`config.mk`:
```
export PLATFORM = sky130hd
export DESIGN_NAME = soc_bus_top
export DESIGN_NICKNAME = d
export VERILOG_FILES = /design/src/soc_bus_pkg.sv /design/src/uart_pkg.sv /design/src/bus_addr_decoder.sv /design/src/soc_bus_top.sv /design/src/uart_receiver.sv /design/src/uart_transmitter.sv /design/src/uart_tx_fifo.sv
export SDC_FILE = /design/constraint.sdc
export NUM_CORES = 1
export LEC_CHECK = 0
export BUFFER_PORTS_ARGS = -buffer_cell sky130_fd_sc_hd__clkbuf_2
export CAP_MARGIN = 20
export CORE_MARGIN = 4
export CORE_UTILIZATION = 45
export DETAILED_ROUTE_END_ITERATION = 6
export GPL_TIMING_DRIVEN = 0
export HOLD_SLACK_MARGIN = 0.15
export PLACE_DENSITY = 0.75
export SETUP_SLACK_MARGIN = 0.2
export SYNTH_ARGS = -nofsm -noshare
export SYNTH_HDL_FRONTEND = slang
export SYNTH_SLANG_ARGS = --single-unit
```
`constraint.sdc`:
```
create_clock -name clk_g -period 5.1 [get_ports clk_g]
set_input_delay 1.02 -clock clk_g [delete_from_list [all_inputs] [get_ports clk_g]]
set_output_delay 1.02 -clock clk_g [all_outputs]
set_load 0.02 [all_outputs]
```
`src/soc_bus_pkg.sv`:
```
// ==========================================================================
// SoC bus definitions
// Bus widths, address map, decoded regions and the structs for the core
// load/store port and the two external SRAM ports
// ==========================================================================

package soc_bus_pkg;

    localparam int ADDR_BITS      = 32;
    localparam int DATA_BITS      = 32;
    localparam int STRB_BITS      = 4;
    localparam int DMEM_ADDR_BITS = 13;
    localparam int IMEM_ADDR_BITS = 11;

    // Address map, spans in bytes
    localparam logic [ADDR_BITS-1:0] DMEM_BASE = 32'h0000_0000;
    localparam logic [ADDR_BITS-1:0] IMEM_BASE = 32'h1000_0000;
    localparam logic [ADDR_BITS-1:0] UART_BASE = 32'h2000_0000;
    localparam logic [ADDR_BITS-1:0] DMEM_SPAN = 32'(2 ** (DMEM_ADDR_BITS + 2));
    localparam logic [ADDR_BITS-1:0] IMEM_SPAN = 32'(2 ** (IMEM_ADDR_BITS + 2));
    localparam logic [ADDR_BITS-1:0] UART_SPAN = 32'd16;

    typedef enum logic [1:0] {
        REGION_DMEM,
        REGION_IMEM,
        REGION_UART,
        REGION_NONE
    } bus_region_e;

    // Core side, nonzero wstrb means a write
    typedef struct packed {
        logic [ADDR_BITS-1:0] addr;
        logic [DATA_BITS-1:0] wdata;
        logic [STRB_BITS-1:0] wstrb;
        logic                 rd;
    } core_req_t;

    typedef struct packed {
        logic                 valid;
        logic [DATA_BITS-1:0] rdata;
    } core_rsp_t;

    // Data SRAM port, selects active low
    typedef struct packed {
        logic                      csb;
        logic                      web;
        logic [STRB_BITS-1:0]      wmask;
        logic [DMEM_ADDR_BITS-1:0] addr;
        logic [DATA_BITS-1:0]      din;
    } dmem_req_t;

    typedef struct packed {
        logic                      en;
        logic [STRB_BITS-1:0]      wmask;
        logic [IMEM_ADDR_BITS-1:0] addr;
        logic [DATA_BITS-1:0]      din;
    } imem_wr_t;

endpackage

```
`src/uart_pkg.sv`:
```
// ==========================================================================
// UART definitions
// Frame constants, register offsets and transmitter/receiver states
// ==========================================================================

package uart_pkg;

    localparam int DATA_BITS_PER_FRAME = 8;

    typedef logic [DATA_BITS_PER_FRAME-1:0] uart_byte_t;

    // Byte offsets inside the 16-byte UART window
    localparam logic [3:0] REG_TX_DATA = 4'h0;
    localparam logic [3:0] REG_RX_DATA = 4'h4;
    localparam logic [3:0] REG_STATUS  = 4'h8;
    localparam logic [3:0] REG_CYCLES  = 4'hC;

    // Status bit positions
    localparam int STAT_TX_FULL = 0;
    localparam int STAT_RX_VALID = 1;
    localparam int STAT_RX_OVERRUN = 2;

    typedef enum logic [1:0] {
        TX_IDLE,
        TX_START,
        TX_DATA,
        TX_STOP
    } uart_tx_state_e;

    typedef enum logic [1:0] {
        RX_IDLE,
        RX_START,
        RX_DATA,
        RX_STOP
    } uart_rx_state_e;

endpackage

```
`src/bus_addr_decoder.sv`:
```
// ==========================================================================
// Bus address decoder
// Routes core accesses to data SRAM, instruction SRAM or UART registers,
// returns read data one cycle later and keeps the free-running cycle counter
// ==========================================================================
`timescale 1ns/1ps

module bus_addr_decoder (
    input  logic                                clk_g,
    input  logic                                rst_g,
    input  soc_bus_pkg::core_req_t              req,
    output logic                                ready,
    output soc_bus_pkg::core_rsp_t              rsp,
    output soc_bus_pkg::dmem_req_t              dmem,
    input  logic [soc_bus_pkg::DATA_BITS-1:0]   dmem_dout,
    output soc_bus_pkg::imem_wr_t               imem,
    output logic                                tx_push,
    output uart_pkg::uart_byte_t                tx_byte,
    input  logic                                tx_full,
    input  logic                                rx_valid,
    input  uart_pkg::uart_byte_t                rx_byte,
    input  logic                                rx_overrun,
    output logic                                rx_consume
);

    soc_bus_pkg::bus_region_e                   region;
    soc_bus_pkg::bus_region_e                   region_q;
    logic                                       is_read;
    logic                                       is_write;
    logic                                       accept;
    logic [3:0]                                 uart_off;
    logic [soc_bus_pkg::DATA_BITS-1:0]          uart_rdata;
    logic [soc_bus_pkg::DATA_BITS-1:0]          rdata_q;
    logic [soc_bus_pkg::DATA_BITS-1:0]          cycles;
    logic                                       rsp_valid_q;

    // ======================================================================
    // Region decode and handshake
    // ======================================================================

    always_comb begin
        if ((req.addr - soc_bus_pkg::DMEM_BASE) < soc_bus_pkg::DMEM_SPAN) begin
            region = soc_bus_pkg::REGION_DMEM;
        end else if ((req.addr - soc_bus_pkg::IMEM_BASE) < soc_bus_pkg::IMEM_SPAN) begin
            region = soc_bus_pkg::REGION_IMEM;
        end else if ((req.addr - soc_bus_pkg::UART_BASE) < soc_bus_pkg::UART_SPAN) begin
            region = soc_bus_pkg::REGION_UART;
        end else begin
            region = soc_bus_pkg::REGION_NONE;
        end
    end

    assign is_read  = req.rd;
    assign is_write = |req.wstrb;
    assign uart_off = req.addr[3:0];

    // Only a TX write into a full FIFO stalls
    assign ready  = !(is_write && region == soc_bus_pkg::REGION_UART &&
                      uart_off == uart_pkg::REG_TX_DATA && tx_full);
    assign accept = (is_read || is_write) && ready;

    // SRAM ports take word addresses
    assign dmem.csb   = !(accept && region == soc_bus_pkg::REGION_DMEM);
    assign dmem.web   = !(accept && is_write && region == soc_bus_pkg::REGION_DMEM);
    assign dmem.wmask = req.wstrb;
    assign dmem.addr  = req.addr[soc_bus_pkg::DMEM_ADDR_BITS+1:2];
    assign dmem.din   = req.wdata;

    assign imem.en    = accept && is_write && region == soc_bus_pkg::REGION_IMEM;
    assign imem.wmask = req.wstrb;
    assign imem.addr  = req.addr[soc_bus_pkg::IMEM_ADDR_BITS+1:2];
    assign imem.din   = req.wdata;

    // UART strobes
    assign tx_push    = accept && is_write && region == soc_bus_pkg::REGION_UART &&
                        uart_off == uart_pkg::REG_TX_DATA;
    assign tx_byte    = req.wdata[7:0];
    assign rx_consume = accept && is_read && region == soc_bus_pkg::REGION_UART &&
                        uart_off == uart_pkg::REG_RX_DATA;

    // ======================================================================
    // Read data path
    // ======================================================================

    always_comb begin
        case (uart_off)
            uart_pkg::REG_RX_DATA: uart_rdata = soc_bus_pkg::DATA_BITS'(rx_byte);
            uart_pkg::REG_STATUS:  uart_rdata = soc_bus_pkg::DATA_BITS'(
                                       {rx_overrun, rx_valid, tx_full});
            uart_pkg::REG_CYCLES:  uart_rdata = cycles;
            default:               uart_rdata = '0;
        endcase
    end

    always_ff @(posedge clk_g) begin
        if (rst_g) begin
            rsp_valid_q <= 1'b0;
            region_q    <= soc_bus_pkg::REGION_NONE;
            cycles      <= '0;
        end else begin
            rsp_valid_q <= accept && is_read;
            region_q    <= region;
            cycles      <= cycles + 1'b1;
        end
    end

    // Unmapped and instruction-region reads return zero
    always_ff @(posedge clk_g) begin
        rdata_q <= (region == soc_bus_pkg::REGION_UART) ? uart_rdata : '0;
    end

    assign rsp.valid = rsp_valid_q;
    assign rsp.rdata = (region_q == soc_bus_pkg::REGION_DMEM) ? dmem_dout : rdata_q;

endmodule

```
`src/soc_bus_top.sv`:
```
// ==========================================================================
// SoC bus top level
// Address decoder with data/instruction SRAM ports and the UART behind it
// ==========================================================================
`timescale 1ns/1ps

module soc_bus_top #(
    parameter int CLKS_PER_BIT = 868,
    parameter int FIFO_DEPTH   = 8
) (
    input  logic                              clk_g,
    input  logic                              rst_g,
    input  soc_bus_pkg::core_req_t            req,
    output logic                              ready,
    output soc_bus_pkg::core_rsp_t            rsp,
    output soc_bus_pkg::dmem_req_t            dmem,
    input  logic [soc_bus_pkg::DATA_BITS-1:0] dmem_dout,
    output soc_bus_pkg::imem_wr_t             imem,
    input  logic                              rx,
    output logic                              tx
);

    // Decoder to UART strobes
    logic                 tx_push;
    uart_pkg::uart_byte_t tx_byte;
    logic                 tx_full;
    logic                 rx_consume;

    // FIFO to transmitter
    logic                 tx_valid;
    uart_pkg::uart_byte_t tx_head;
    logic                 tx_pop;

    // Receiver levels
    logic                 rx_valid;
    uart_pkg::uart_byte_t rx_byte;
    logic                 rx_overrun;

    bus_addr_decoder bus_addr_decoder_inst (
        .clk_g      (clk_g),
        .rst_g      (rst_g),
        .req        (req),
        .ready      (ready),
        .rsp        (rsp),
        .dmem       (dmem),
        .dmem_dout  (dmem_dout),
        .imem       (imem),
        .tx_push    (tx_push),
        .tx_byte    (tx_byte),
        .tx_full    (tx_full),
        .rx_valid   (rx_valid),
        .rx_byte    (rx_byte),
        .rx_overrun (rx_overrun),
        .rx_consume (rx_consume)
    );

    uart_tx_fifo #(
        .FIFO_DEPTH (FIFO_DEPTH)
    ) uart_tx_fifo_inst (
        .clk_g    (clk_g),
        .rst_g    (rst_g),
        .tx_push  (tx_push),
        .tx_byte  (tx_byte),
        .tx_pop   (tx_pop),
        .tx_full  (tx_full),
        .tx_valid (tx_valid),
        .tx_head  (tx_head)
    );

    uart_transmitter #(
        .CLKS_PER_BIT (CLKS_PER_BIT)
    ) uart_transmitter_inst (
        .clk_g    (clk_g),
        .rst_g    (rst_g),
        .tx_valid (tx_valid),
        .tx_head  (tx_head),
        .tx_pop   (tx_pop),
        .tx       (tx)
    );

    uart_receiver #(
        .CLKS_PER_BIT (CLKS_PER_BIT)
    ) uart_receiver_inst (
        .clk_g      (clk_g),
        .rst_g      (rst_g),
        .rx         (rx),
        .rx_consume (rx_consume),
        .rx_valid   (rx_valid),
        .rx_byte    (rx_byte),
        .rx_overrun (rx_overrun)
    );

endmodule

```
`src/uart_receiver.sv`:
```
// ==========================================================================
// UART receiver
// Samples 8N1 frames at mid-bit into a one-byte holding register
// ==========================================================================
`timescale 1ns/1ps

module uart_receiver #(
    parameter int CLKS_PER_BIT = 868
) (
    input  logic                 clk_g,
    input  logic                 rst_g,
    input  logic                 rx,
    input  logic                 rx_consume,
    output logic                 rx_valid,
    output uart_pkg::uart_byte_t rx_byte,
    output logic                 rx_overrun
);

    localparam int CNT_BITS = (CLKS_PER_BIT > 1) ? $clog2(CLKS_PER_BIT) : 1;

    uart_pkg::uart_rx_state_e state;
    logic                     rx_meta;
    logic                     rx_sync;
    logic [CNT_BITS-1:0]      clk_cnt;
    logic [2:0]               bit_idx;
    uart_pkg::uart_byte_t     shift;
    logic                     half_end;
    logic                     bit_end;
    logic                     load;

    assign half_end = (clk_cnt == CNT_BITS'(CLKS_PER_BIT / 2 - 1));
    assign bit_end  = (clk_cnt == CNT_BITS'(CLKS_PER_BIT - 1));
    // Good stop bit sampled at mid-period
    assign load     = (state == uart_pkg::RX_STOP) && bit_end && rx_sync;

    always_ff @(posedge clk_g) begin
        if (rst_g) begin
            rx_meta    <= 1'b1;
            rx_sync    <= 1'b1;
            state      <= uart_pkg::RX_IDLE;
            clk_cnt    <= '0;
            bit_idx    <= '0;
            rx_valid   <= 1'b0;
            rx_overrun <= 1'b0;
        end else begin
            rx_meta <= rx;
            rx_sync <= rx_meta;
            clk_cnt <= clk_cnt + 1'b1;
            case (state)
                uart_pkg::RX_IDLE: begin
                    clk_cnt <= '0;
                    if (!rx_sync) state <= uart_pkg::RX_START;
                end
                uart_pkg::RX_START: begin
                    // Recheck the start bit at its middle
                    if (half_end) begin
                        clk_cnt <= '0;
                        bit_idx <= '0;
                        state   <= rx_sync ? uart_pkg::RX_IDLE : uart_pkg::RX_DATA;
                    end
                end
                uart_pkg::RX_DATA: begin
                    if (bit_end) begin
                        clk_cnt <= '0;
                        bit_idx <= bit_idx + 1'b1;
                        if (bit_idx == 3'd7) state <= uart_pkg::RX_STOP;
                    end
                end
                default: begin
                    if (bit_end) state <= uart_pkg::RX_IDLE;
                end
            endcase

            if (load) begin
                rx_valid   <= 1'b1;
                rx_overrun <= rx_valid && !rx_consume;
            end else if (rx_consume) begin
                rx_valid   <= 1'b0;
                rx_overrun <= 1'b0;
            end
        end
    end

    always_ff @(posedge clk_g) begin
        if (state == uart_pkg::RX_DATA && bit_end) begin
            shift <= {rx_sync, shift[7:1]};
        end
        if (load) begin
            rx_byte <= shift;
        end
    end

endmodule

```
`src/uart_transmitter.sv`:
```
// ==========================================================================
// UART transmitter
// Sends 8N1 frames LSB first, back to back while the FIFO has data
// ==========================================================================
`timescale 1ns/1ps

module uart_transmitter #(
    parameter int CLKS_PER_BIT = 868
) (
    input  logic                 clk_g,
    input  logic                 rst_g,
    input  logic                 tx_valid,
    input  uart_pkg::uart_byte_t tx_head,
    output logic                 tx_pop,
    output logic                 tx
);

    localparam int CNT_BITS = (CLKS_PER_BIT > 1) ? $clog2(CLKS_PER_BIT) : 1;

    uart_pkg::uart_tx_state_e state;
    logic [CNT_BITS-1:0]      clk_cnt;
    logic [2:0]               bit_idx;
    uart_pkg::uart_byte_t     shift;
    logic                     bit_end;

    assign bit_end = (clk_cnt == CNT_BITS'(CLKS_PER_BIT - 1));

    // Take a byte when idle, or at the end of a stop bit for no gap
    assign tx_pop = tx_valid && (state == uart_pkg::TX_IDLE ||
                                 (state == uart_pkg::TX_STOP && bit_end));

    always_ff @(posedge clk_g) begin
        if (rst_g) begin
            state   <= uart_pkg::TX_IDLE;
            clk_cnt <= '0;
            bit_idx <= '0;
        end else begin
            clk_cnt <= (bit_end || state == uart_pkg::TX_IDLE) ? '0 : clk_cnt + 1'b1;
            case (state)
                uart_pkg::TX_IDLE: begin
                    if (tx_pop) state <= uart_pkg::TX_START;
                end
                uart_pkg::TX_START: begin
                    if (bit_end) begin
                        state   <= uart_pkg::TX_DATA;
                        bit_idx <= '0;
                    end
                end
                uart_pkg::TX_DATA: begin
                    if (bit_end) begin
                        bit_idx <= bit_idx + 1'b1;
                        if (bit_idx == 3'd7) state <= uart_pkg::TX_STOP;
                    end
                end
                default: begin
                    if (bit_end) state <= tx_pop ? uart_pkg::TX_START : uart_pkg::TX_IDLE;
                end
            endcase
        end
    end

    // Shift register, LSB goes out first
    always_ff @(posedge clk_g) begin
        if (tx_pop) begin
            shift <= tx_head;
        end else if (state == uart_pkg::TX_DATA && bit_end) begin
            shift <= {1'b0, shift[7:1]};
        end
    end

    always_comb begin
        case (state)
            uart_pkg::TX_START: tx = 1'b0;
            uart_pkg::TX_DATA:  tx = shift[0];
            default:            tx = 1'b1;
        endcase
    end

endmodule

```
`src/uart_tx_fifo.sv`:
```
// ==========================================================================
// UART transmit FIFO
// Circular byte buffer between the bus write strobe and the transmitter
// ==========================================================================
`timescale 1ns/1ps

module uart_tx_fifo #(
    parameter int FIFO_DEPTH = 8
) (
    input  logic                 clk_g,
    input  logic                 rst_g,
    input  logic                 tx_push,
    input  uart_pkg::uart_byte_t tx_byte,
    input  logic                 tx_pop,
    output logic                 tx_full,
    output logic                 tx_valid,
    output uart_pkg::uart_byte_t tx_head
);

    localparam int PTR_BITS = (FIFO_DEPTH > 1) ? $clog2(FIFO_DEPTH) : 1;
    localparam int CNT_BITS = $clog2(FIFO_DEPTH + 1);

    uart_pkg::uart_byte_t mem [FIFO_DEPTH];
    logic [PTR_BITS-1:0]  wr_ptr;
    logic [PTR_BITS-1:0]  rd_ptr;
    logic [CNT_BITS-1:0]  count;

    always_ff @(posedge clk_g) begin
        if (rst_g) begin
            wr_ptr <= '0;
            rd_ptr <= '0;
            count  <= '0;
        end else begin
            if (tx_push) begin
                wr_ptr <= (wr_ptr == PTR_BITS'(FIFO_DEPTH - 1)) ? '0 : wr_ptr + 1'b1;
            end
            if (tx_pop) begin
                rd_ptr <= (rd_ptr == PTR_BITS'(FIFO_DEPTH - 1)) ? '0 : rd_ptr + 1'b1;
            end
            count <= count + CNT_BITS'(tx_push) - CNT_BITS'(tx_pop);
        end
    end

    // Storage
    always_ff @(posedge clk_g) begin
        if (tx_push) begin
            mem[wr_ptr] <= tx_byte;
        end
    end

    assign tx_head  = mem[rd_ptr];
    assign tx_valid = (count != '0);
    assign tx_full  = (count == CNT_BITS'(FIFO_DEPTH));

endmodule
```
==> qor.txt, run 1 <==
Synth top area share -> 27.7%
Final worst path period share -> 78.7%
Yosys warning count -> 0
Die Wd -> 154 um
Number of global-route vias before repair -> 6657
Total grt overflow -> 0
Post-synth top flop -> dfxtp_1
Seq cells post-synth -> 202
Setup TNS -> 0 ns
Max-slew violation count -> 0
Worst path required time -> 5.30 ns
Syn Std Cell Area -> 9550 um2
Fill count -> 1797
Starting density of the core -> 45.6%
DP HPWL -> 15700 um
Worst hold path type -> reg2reg
Clock latency at the later pin of the worst-skew pair -> 0.49 ns
Ports -> 238
CTS buffer count -> 21
Vias per std cell -> 5.04
Final WS setup -> 1.09 ns
DRT Pass-1 Iters -> 5
Post-cts hold buffer count -> 0
FP Rows -> 53
Area Growth Syn to Fin -> 22.3%
Antenna viol nets, final -> 0
Least-Margin Pin Slew -> 1.01 ns
Num Clock Sinks -> 202
Via count -> 6923
Top cells by count, synth -> 114 x dfxtp_1, 97 x buf_4, 88 x edfxtp_1
Final period demand of the worst path -> 4.01 ns
Final hold vios -> 0
Clock Tree Root -> clkbuf_16
Unique cell type count in the Yosys netlist -> 62
Post-CTS resize count -> 0
First-pass GRT wire length -> 33300 um
Die ar. -> 23600 um2
Cell with the most instances after synthesis -> dfxtp_1
DP Cell Count -> 1335
Syn Nets -> 974
Post-place setup slack -> 0.613 ns
Tot Pwr -> 4.13 mW
Post-synth EDFFs -> 88
Fmax -> 249 MHz
PwrDens -> 354 nW/um2
Synth Instances -> 845
Leading area contributor after synthesis -> edfxtp_1
Hold slack -> 0.409 ns
Fin cells -> 1373
Final instance area -> 11700 um2
# Max-Cap Violations -> 0
Antenna cells -> 0
Final #Nets -> 1214
Syn avg cell area -> 11.3 um2
CTS tree -> built
# H-tree levels -> 1
Post-CTS setup buffer count -> 0
Ys async rst share -> 0%
Core area -> 21000 um2
Initial antenna violation count -> 0
RSZ-0062 raised after global routing -> no
Critical path type -> in2reg
Layout cells sized above 1 -> 38.9%
Routability cong. -> 0.774
WP data arrival -> 4.21 ns
Clk buf depth -> 3
Final setup violation count -> 0
Status -> finished clean
Leakage power -> 4.70 nW
Clk slew on worst S/H paths -> 0.06 ns
Worst vdd rail ir drop -> 221 uV
Final Util -> 55.7%
Routed len/inst -> 15.1 um
Nature of the critical path endpoint -> flop
Synth area leaders -> edfxtp_1 28%, dfxtp_1 24%, buf_4 7.6%
Max FO, Critical Path -> 6
Count of buffers from port buffering -> 212
CP Launch Type -> input port
Die Y -> 154 um
Sequential-to-total area share from yosys stat -> 51.6%
Iter 0 DRT Violations -> 472
Slew HR -> 32.8%
Clock skew -> 0.0126 ns
Largest net degree at the start of global routing -> 15
Drc violations -> 0
DRT Wirelength -> 20700 um
Post-Place Cell Area -> 11000 um2
Total GRT Usage -> 17.1%
-- path summary, 6_finish.rpt --
path | startpoint | to | slack, ns | cells past startpoint
worst min-delay path | uart_receiver_inst.rx_meta | uart_receiver_inst.rx_sync | 0.41 | 1
worst max register to register | uart_tx_fifo_inst.count[2] | uart_tx_fifo_inst.count[2] | 1.95 | 10
worst max-delay path | req[66] | uart_tx_fifo_inst.mem[3][5] | 1.09 | 8
worst min register to register | uart_receiver_inst.rx_meta | uart_receiver_inst.rx_sync | 0.41 | 1
-- state kept, by name, summed over array words and instances (netlist names), named ones only --
name                               flops
bus_addr_decoder_inst.region_q         2
uart_receiver_inst.rx_valid            1
uart_receiver_inst.rx_sync             1
bus_addr_decoder_inst.rsp_valid_q      1
uart_transmitter_inst.state            2
uart_tx_fifo_inst.wr_ptr               3
uart_transmitter_inst.shift            8
bus_addr_decoder_inst.cycles          32
uart_receiver_inst.rx_byte             8
bus_addr_decoder_inst.rdata_q         32
uart_receiver_inst.rx_overrun          1
uart_tx_fifo_inst.count                4
uart_receiver_inst.shift               8
uart_tx_fifo_inst.mem                 64
uart_receiver_inst.clk_cnt            10
uart_transmitter_inst.bit_idx          3
uart_transmitter_inst.clk_cnt         10
uart_receiver_inst.bit_idx             3
uart_receiver_inst.rx_meta             1
uart_receiver_inst.state               2
uart_tx_fifo_inst.rd_ptr               3
-- layout by cell type, fill, tap and decap left out, drive strengths merged, types with 16 or more instances in the layout --
cell / count
nor4: 23
clkbuf: 266
inv: 24
mux4: 16
nor2b: 18
buf: 109
mux2i: 21
edfxtp: 88
nand4: 20
ha: 24
nand3: 25
dfxtp: 114
mux2: 45
a21oi: 32
and2: 25
nand2: 33
nor2: 68
xnor2: 19
-- routing by layer --
layer / vias up / GRT usage [%] / routed length [um]
li1: 3438 / - / -
met1: 3228 / 21.9 / 8740
met2: 231 / 30.0 / 10200
met3: 26 / 3.10 / 1480
met4: 0 / 4.08 / 367
met5: - / 0 / 0
-- final cells by class --
class / count / area [um2] / area share [%]
plain buffers: 129 / 858 / 7.35
clock buffers: 29 / 566 / 4.84
clock inverters: 7 / 109 / 0.932
inverters: 24 / 90.1 / 0.771
multi-input cells: 490 / 3690 / 31.6
flip-flops and latches: 202 / 4920 / 42.2
well taps: 275 / 344 / 2.95
repair buffers: 217 / 1100 / 9.39
-- power by group --
group,total (mW),switching [mW],internal [mW]
combinational,0.797,0.444,0.353
sequential,1.82,0.0354,1.79
clock,1.51,0.588,0.923
-- logic make-up after synthesis --
family | share of synthesized area (%)
AO/OA/AOI/OAI | 4.60
XOR/XNOR | 2.84
adder cells (fa/ha/maj) | 3.36
buffers and inverters | 9.93
flip-flops | 51.6
multiplexers | 11.3
AND/OR/NAND/NOR | 16.4
-- critical path: stages --
cell and delay, ns:
clkbuf_2 0.13, inv_1 0.07, ha_1 0.26, nor4b_1 0.52, nand4_1 0.45, or4_1 0.71
nor3_1 0.75, buf_4 0.29
Power figures use the tool's default switching activity.
==> inputs of run 2 (changes only) <==
- ABC_AREA: default -> 1
- PLACE_DENSITY: 0.75 -> 0.78
- clock period: 5.1 -> 3.25 ns (I/O delays scaled with it)
==> run 2 against run 1 <==
Via count grew 15%. Non-clock buffer count shrank 3. Hold slack lost 0.058 ns. Wire length grew 6.5%. Global-route usage grew 1.1 points. Critical path depth grew 4. Utilization grew 0.60 points. Combinational power grew 100%. Sequential power grew 62%. Register-to-register slack lost 1.5 ns. Design area grew 1.7%. Critical path type is now in2out. Largest power group unchanged.
==> qor.txt, run 2 <==
Core area -> 21100 um2
Clock network power share -> 35.5%
Top reg by flops -> uart_tx_fifo_inst.mem
Unique cell type count in the Yosys netlist -> 49
# H-tree levels -> 1
Area Growth Syn to Fin -> 22.8%
Clock skew -> 0.0136 ns
Drc violations -> 0
Synth Instances -> 1047
Critical path type -> in2out
Worst Setup SP -> req[67]
Critical-path top delay cell -> ha_1
Status -> finished clean
Syn Std Cell Area -> 9680 um2
Hold wc startpoint -> rx
Total GRT Usage -> 18.1%
Routability cong. -> 0.903
Sequential-to-total area share from yosys stat -> 50.9%
WP data arrival -> 2.19 ns
Crit-path cells -> clkbuf_2 -> inv_1 -> ha_1 -> inv_1 -> nor2_1 -> nand2_1 -> nor2_1 -> nand2_2 -> nor2_8 -> nand3_2 -> and3_1 -> clkbuf_2
Synth top area share -> 27.3%
Syn avg cell area -> 9.24 um2
Comb power frac -> 22.8%
DP Cell Count -> 1542
Worst hold path type -> in2reg
Final Util -> 56.3%
Final instance area -> 11900 um2
Clk slew on worst S/H paths -> 0.06 ns
Leakage power -> 4.97 nW
Setup TNS -> 0 ns
Slew HR -> 47.8%
Number of flip-flops in the largest register -> 64
Via count -> 7927
# Max-Cap Violations -> 0
Final #Nets -> 1420
Layout cells sized above 1 -> 33.5%
Die Wd -> 155 um
Nature of the critical path endpoint -> output pin
Clk buf depth -> 3
Final hold vios -> 0
CP Launch Type -> input port
Commonest non-fill, non-tap cell in the layout -> clkbuf_2
Final period demand of the worst path -> 2.84 ns
Worst vdd rail ir drop -> 413 uV
Reg2Reg Launch Point -> uart_transmitter_inst.clk_cnt[0]
Psw -> 2.08 mW
Least-Margin Pin Slew -> 0.784 ns
Max FO, Critical Path -> 5
Final worst path period share -> 87.3%
Post-synth top flop -> dfxtp_1
Iter 0 DRT Violations -> 525
Clock Tree Root -> clkbuf_16
Vias per std cell -> 5.01
Most frequent cells in the layout -> 212 x clkbuf_2, 145 x nor2_1, 135 x nand2_1
Num Clock Sinks -> 202
Yosys warning count -> 0
Synth area leaders -> edfxtp_1 27%, dfxtp_1 24%, buf_4 7.5%
Largest regs -> uart_tx_fifo_inst.mem x64, bus_addr_decoder_inst.cycles x32, bus_addr_decoder_inst.rdata_q x32
Total grt overflow -> 0
Ys async rst share -> 0%
Reg power frac -> 41.6%
FP Rows -> 53
Switching share of power -> 29.4%
Pint -> 4.99 mW
Final setup violation count -> 0
Count of buffers from port buffering -> 212
Post-Place Cell Area -> 11100 um2
Die ar. -> 23900 um2
Antenna viol nets, final -> 0
Fmax -> 353 MHz
Seq cells post-synth -> 202
Antenna cells -> 0
Routed len/inst -> 14.0 um
Fin cells -> 1581
DRT Pass-1 Iters -> 5
DRT Wirelength -> 22100 um
Clock latency at the later pin of the worst-skew pair -> 0.49 ns
CP peak stage delay -> 0.28 ns
Top cells by count, synth -> 146 x nor2_1, 135 x nand2_1, 114 x dfxtp_1
Ports -> 238
PwrDens -> 595 nW/um2
Worst path required time -> 2.60 ns
Largest net degree at the start of global routing -> 16
DP HPWL -> 16800 um
Number of global-route vias before repair -> 7754
Starting density of the core -> 45.9%
CTS tree -> built
Post-synth EDFFs -> 88
CTS buffer count -> 21
Max-slew violation count -> 0
First-pass GRT wire length -> 36200 um
Worst path bufs/invs -> 4
Cell with the most instances after synthesis -> nor2_1
Post-cts hold buffer count -> 0
Leading area contributor after synthesis -> edfxtp_1
Syn Nets -> 1176
Top delay family on crit path -> simple AND/OR/NAND/NOR gates
RSZ-0062 raised after global routing -> no
Die Y -> 155 um
Tot Pwr -> 7.07 mW
Initial antenna violation count -> 0
## run 2: cell types whose count changed after synthesis, moves of 13 or more
cell,change
and2_1,-25
inv_1,+59
mux2_2,-13
mux2i_1,-21
mux4_2,-16
nand2_1,+102
nand3_1,+14
nor2_1,+78
nor2b_1,-18
nor3_1,+45
nor4_1,-16
o21ai_0,+20
o32ai_1,+16
xnor2_1,-16
## run 2: kinds of logic after synthesis
| group | after synthesis | share of synthesized area, % |
|---|---|---|
| AND/OR/NAND/NOR | 439 | 21.0 |
| buffers and inverters | 212 | 12.2 |
| flip-flops | 202 | 50.9 |
| AO/OA/AOI/OAI | 117 | 7.08 |
| multiplexers | 32 | 3.72 |
| adder cells (fa/ha/maj) | 25 | 3.31 |
| XOR/XNOR | 20 | 1.81 |
## run 2: final cells by class
type / count / area, um2
multi-input combinational: 633 / 3570
timing repair buffer: 221 / 1120
sequential: 202 / 4920
fill: 1821 / 9210
clock buffer: 23 / 543
inverter: 90 / 340
clock inverter: 15 / 189
buffer: 122 / 841
tap: 275 / 344
## run 2: routing by layer
| metal | vias to the layer above | global-route usage, % | share of wire (%) |
|---|---|---|---|
| met5 | - | 0 | 0 |
| met4 | 0 | 6.14 | 3.0 |
| met3 | 46 | 2.60 | 7.8 |
| met2 | 328 | 30.7 | 47 |
| met1 | 3631 | 23.9 | 43 |
| li1 | 3922 | - | - |
## run 2: timing repair
item,in CTS,in global routing
buffers inserted,0,0
resized for setup,1,0
setup endpoints to repair,12,0
## run 2: metrics by stage
stage / worst slack [ns] / hold slack, ns
floorplan: 0.528 / 0.389
global placement: -0.267 / 0.393
detailed placement: 0.0745 / 0.394
CTS: 0.373 / 0.335
global route: 0.235 / 0.342
finish: 0.414 / 0.351
## run 2: path summary, 6_finish.rpt
| check | endpoint | slack (ns) | depth (start not counted) |
|---|---|---|---|
| hold reg to reg | uart_receiver_inst.rx_sync | 0.41 | 1 |
| setup reg to reg | uart_tx_fifo_inst.count[2] | 0.50 | 14 |
| setup / recovery | imem[47] | 0.41 | 12 |
| hold / removal | uart_receiver_inst.rx_meta | 0.35 | 2 |
## run 2: power groups by stage
stage	combinational [mW]	sequential, mW	clock, mW
CTS	1.60	2.94	2.55
finish	1.62	2.94	2.51
detailed placement	1.59	3.00	0
floorplan	1.15	2.97	0
global route	1.82	2.96	2.66
global placement	1.53	2.99	0
==> inputs of run 3 (changes only) <==
- CTS_CLUSTER_DIAMETER: default -> 200
- PLACE_DENSITY: 0.78 -> 0.77
- SYNTH_HIERARCHICAL: default -> 1
==> run 3 against run 2 <==
First-iteration DRC count shrank 20%. Clock skew is 0.0040 ns higher. Highest routed layer unchanged. Worst setup slack got worse by 0.18 ns. Cell count up 13%. Sequential power about the same. Global-route usage is 1.1 points lower. Clock-buffer cell count grew 5. Synthesized area rose by 8.6%. Critical path depth decreased by 1. Largest power group unchanged.
==> qor.txt, run 3 <==
Status -> finished clean
Post-Synth Adder-Cell Area -> 3.05%
Num Clock Sinks -> 202
Total GRT Usage -> 17.1%
Die Wd -> 161 um
Final worst path period share -> 92.9%
First-pass GRT wire length -> 37600 um
DP HPWL -> 17500 um
FP Rows -> 55
Routability cong. -> 0.935
DRT Wirelength -> 22900 um
Nature of the critical path endpoint -> flop
Ports -> 238
Post-synth top flop -> dfxtp_1
Clock latency at the later pin of the worst-skew pair -> 0.50 ns
Synth Instances -> 1232
Syn avg cell area -> 8.53 um2
Fmax -> 331 MHz
Number of global-route vias before repair -> 8103
Multi-input gate area -> 3990 um2
Worst vdd rail ir drop -> 345 uV
PwrDens -> 567 nW/um2
Max-slew violation count -> 0
CP peak stage delay -> 0.70 ns
# H-tree levels -> 1
Leakage power -> 5.61 nW
Ys async rst share -> 0%
WP data arrival -> 3.15 ns
Count of buffers from port buffering -> 203
Final #Nets -> 1589
Vias per std cell -> 4.71
Least-Margin Pin Slew -> 0.848 ns
Clk buf depth -> 3
Final period demand of the worst path -> 3.02 ns
Unique cell type count in the Yosys netlist -> 46
# Max-Cap Violations -> 0
Starting density of the core -> 46.1%
Post-synth EDFFs -> 88
Reg area -> 4920 um2
Initial antenna violation count -> 0
Iter 0 DRT Violations -> 422
Hold slack -> 0.329 ns
Post-place setup slack -> -0.251 ns
CTS buffer count -> 22
RSZ-0062 raised after global routing -> yes
Psw -> 2.16 mW
Synth Area in Simple Gates -> 25.9%
Final WS setup -> 0.229 ns
Largest regs -> uart_tx_fifo_inst/mem x64, bus_addr_decoder_inst/cycles x32, bus_addr_decoder_inst/rdata_q x32
Yosys warning count -> 6
Switching share of power -> 30.0%
Clock network power share -> 35.8%
Worst path required time -> 3.38 ns
Die Y -> 161 um
Via count -> 8418
Fill count -> 2004
Critical-path top delay cell -> nor2_1
Syn Nets -> 1361
Antenna cells -> 0
Final hold vios -> 0
Synth area leaders -> edfxtp_1 25%, dfxtp_1 22%, nand2_1 9.5%
CTS tree -> built
Max FO, Critical Path -> 8
Number of flip-flops in the largest register -> 64
Total grt overflow -> 0
Core area -> 22800 um2
Die ar. -> 25900 um2
Top cells by count, synth -> 267 x nand2_1, 159 x inv_1, 114 x dfxtp_1
Drc violations -> 0
Clock Tree Root -> clkbuf_16
Synth Area in Compound Gates -> 4.36%
Largest net degree at the start of global routing -> 16
Final setup violation count -> 0
CP Launch Type -> input port
Seq cells post-synth -> 202
Comb power frac -> 23.7%
Clock skew -> 0.0176 ns
Mux contribution to synthesized area -> 3.43%
Syn Std Cell Area -> 10500 um2
Largest family of logic cells by synthesized area -> simple AND/OR/NAND/NOR gates
Area Growth Syn to Fin -> 20.9%
Routed len/inst -> 12.8 um
Synth top area share -> 25.1%
Slew HR -> 43.3%
Cell with the most instances after synthesis -> nand2_1
Crit-path cells -> clkbuf_2 -> inv_1 -> ha_1 -> nand3_1 -> nor2_1 -> nand2_1 -> nor2_8 -> nand2_1 -> nor2_1 -> nand2_1 -> nor2_1
DRT Pass-1 Iters -> 5
Pint -> 5.04 mW
Synth Area in XOR/XNOR -> 1.17%
Critical path type -> in2reg
Worst hold path type -> in2reg
Antenna viol nets, final -> 0
Clk slew on worst S/H paths -> 0.06 ns
Sequential-to-total area share from yosys stat -> 46.9%
Reg power frac -> 40.5%
Top reg by flops -> uart_tx_fifo_inst/mem
Most frequent cells in the layout -> 267 x nand2_1, 203 x clkbuf_2, 159 x inv_1
Leading area contributor after synthesis -> edfxtp_1
Commonest non-fill, non-tap cell in the layout -> nand2_1
Layout cells sized above 1 -> 32.8%
Final Util -> 55.8%
## run 3: what timing repair did
item                                    4_1_cts  5_1_grt
resized for setup                             0        5
buffers inserted                              0        0
endpoints found under the setup margin        0       64
hold buffers                                  0        0
## run 3: final timing paths
path / startpoint / end / slack, ns / cells after the start
worst max-delay path: req[66] / uart_tx_fifo_inst/mem[7][7] / 0.23 / 11
worst max register to register: uart_transmitter_inst/clk_cnt[0] / uart_tx_fifo_inst/count[2] / 0.68 / 14
worst min-delay path: rx / uart_receiver_inst/rx_meta / 0.33 / 2
worst min register to register: uart_receiver_inst/rx_meta / uart_receiver_inst/rx_sync / 0.41 / 1
## run 3: power by group through the flow
stage / combinational [mW] / clock (mW) / sequential [mW]
after floorplan: 1.26 / 0 / 2.95
after global placement: 1.64 / 0 / 2.97
after detailed placement: 1.69 / 0 / 2.97
after CTS: 1.70 / 2.63 / 2.92
after global routing: 1.92 / 2.73 / 2.94
final: 1.71 / 2.58 / 2.92
## run 3: critical path, delay by kind of cell
| family | cells | cell delay [ns] |
|---|---|---|
| AND/OR/NAND/NOR | 8 | 2.03 |
| adder cells (fa/ha/maj) | 1 | 0.28 |
| buffers and inverters | 2 | 0.19 |
## run 3: cell type report
| cell class | count | area share (%) |
|---|---|---|
| Sequential cell | 202 | 38.8 |
| Multi-Input combinational cell | 732 | 31.4 |
| Timing Repair Buffer | 204 | 8.05 |
| Buffer | 128 | 7.51 |
| Inverter | 170 | 5.10 |
| Clock buffer | 28 | 5.08 |
| Tap cell | 313 | 3.08 |
| Clock inverter | 11 | 1.00 |
## run 3: through the flow
step | cells | instance area (um2) | power (mW) | TNS, ns
floorplan | 1232 | 10500 | 4.22 | 0
global placement | 1748 | 11900 | 4.60 | -7.59
detailed placement | 1748 | 11900 | 4.67 | -12.25
CTS | 1787 | 12700 | 7.25 | 0
global route | 1788 | 12700 | 7.59 | 0
finish | 1788 | 12700 | 7.21 | 0
## run 3: kinds of logic after synthesis
logic type               after synthesis
buffers and inverters                298
XOR/XNOR                              14
flip-flops                           202
multiplexers                          32
AO/OA/AOI/OAI                         87
AND/OR/NAND/NOR                      574
adder cells (fa/ha/maj)               25
## run 3: metal layers
| metal | GRT usage, % | up-vias | wire, um |
|---|---|---|---|
| li1 | - | 4301 | - |
| met1 | 21.7 | 3882 | 9800 |
| met2 | 30.7 | 199 | 11500 |
| met3 | 2.36 | 36 | 1110 |
| met4 | 4.38 | 0 | 427 |
| met5 | 0 | - | 0 |
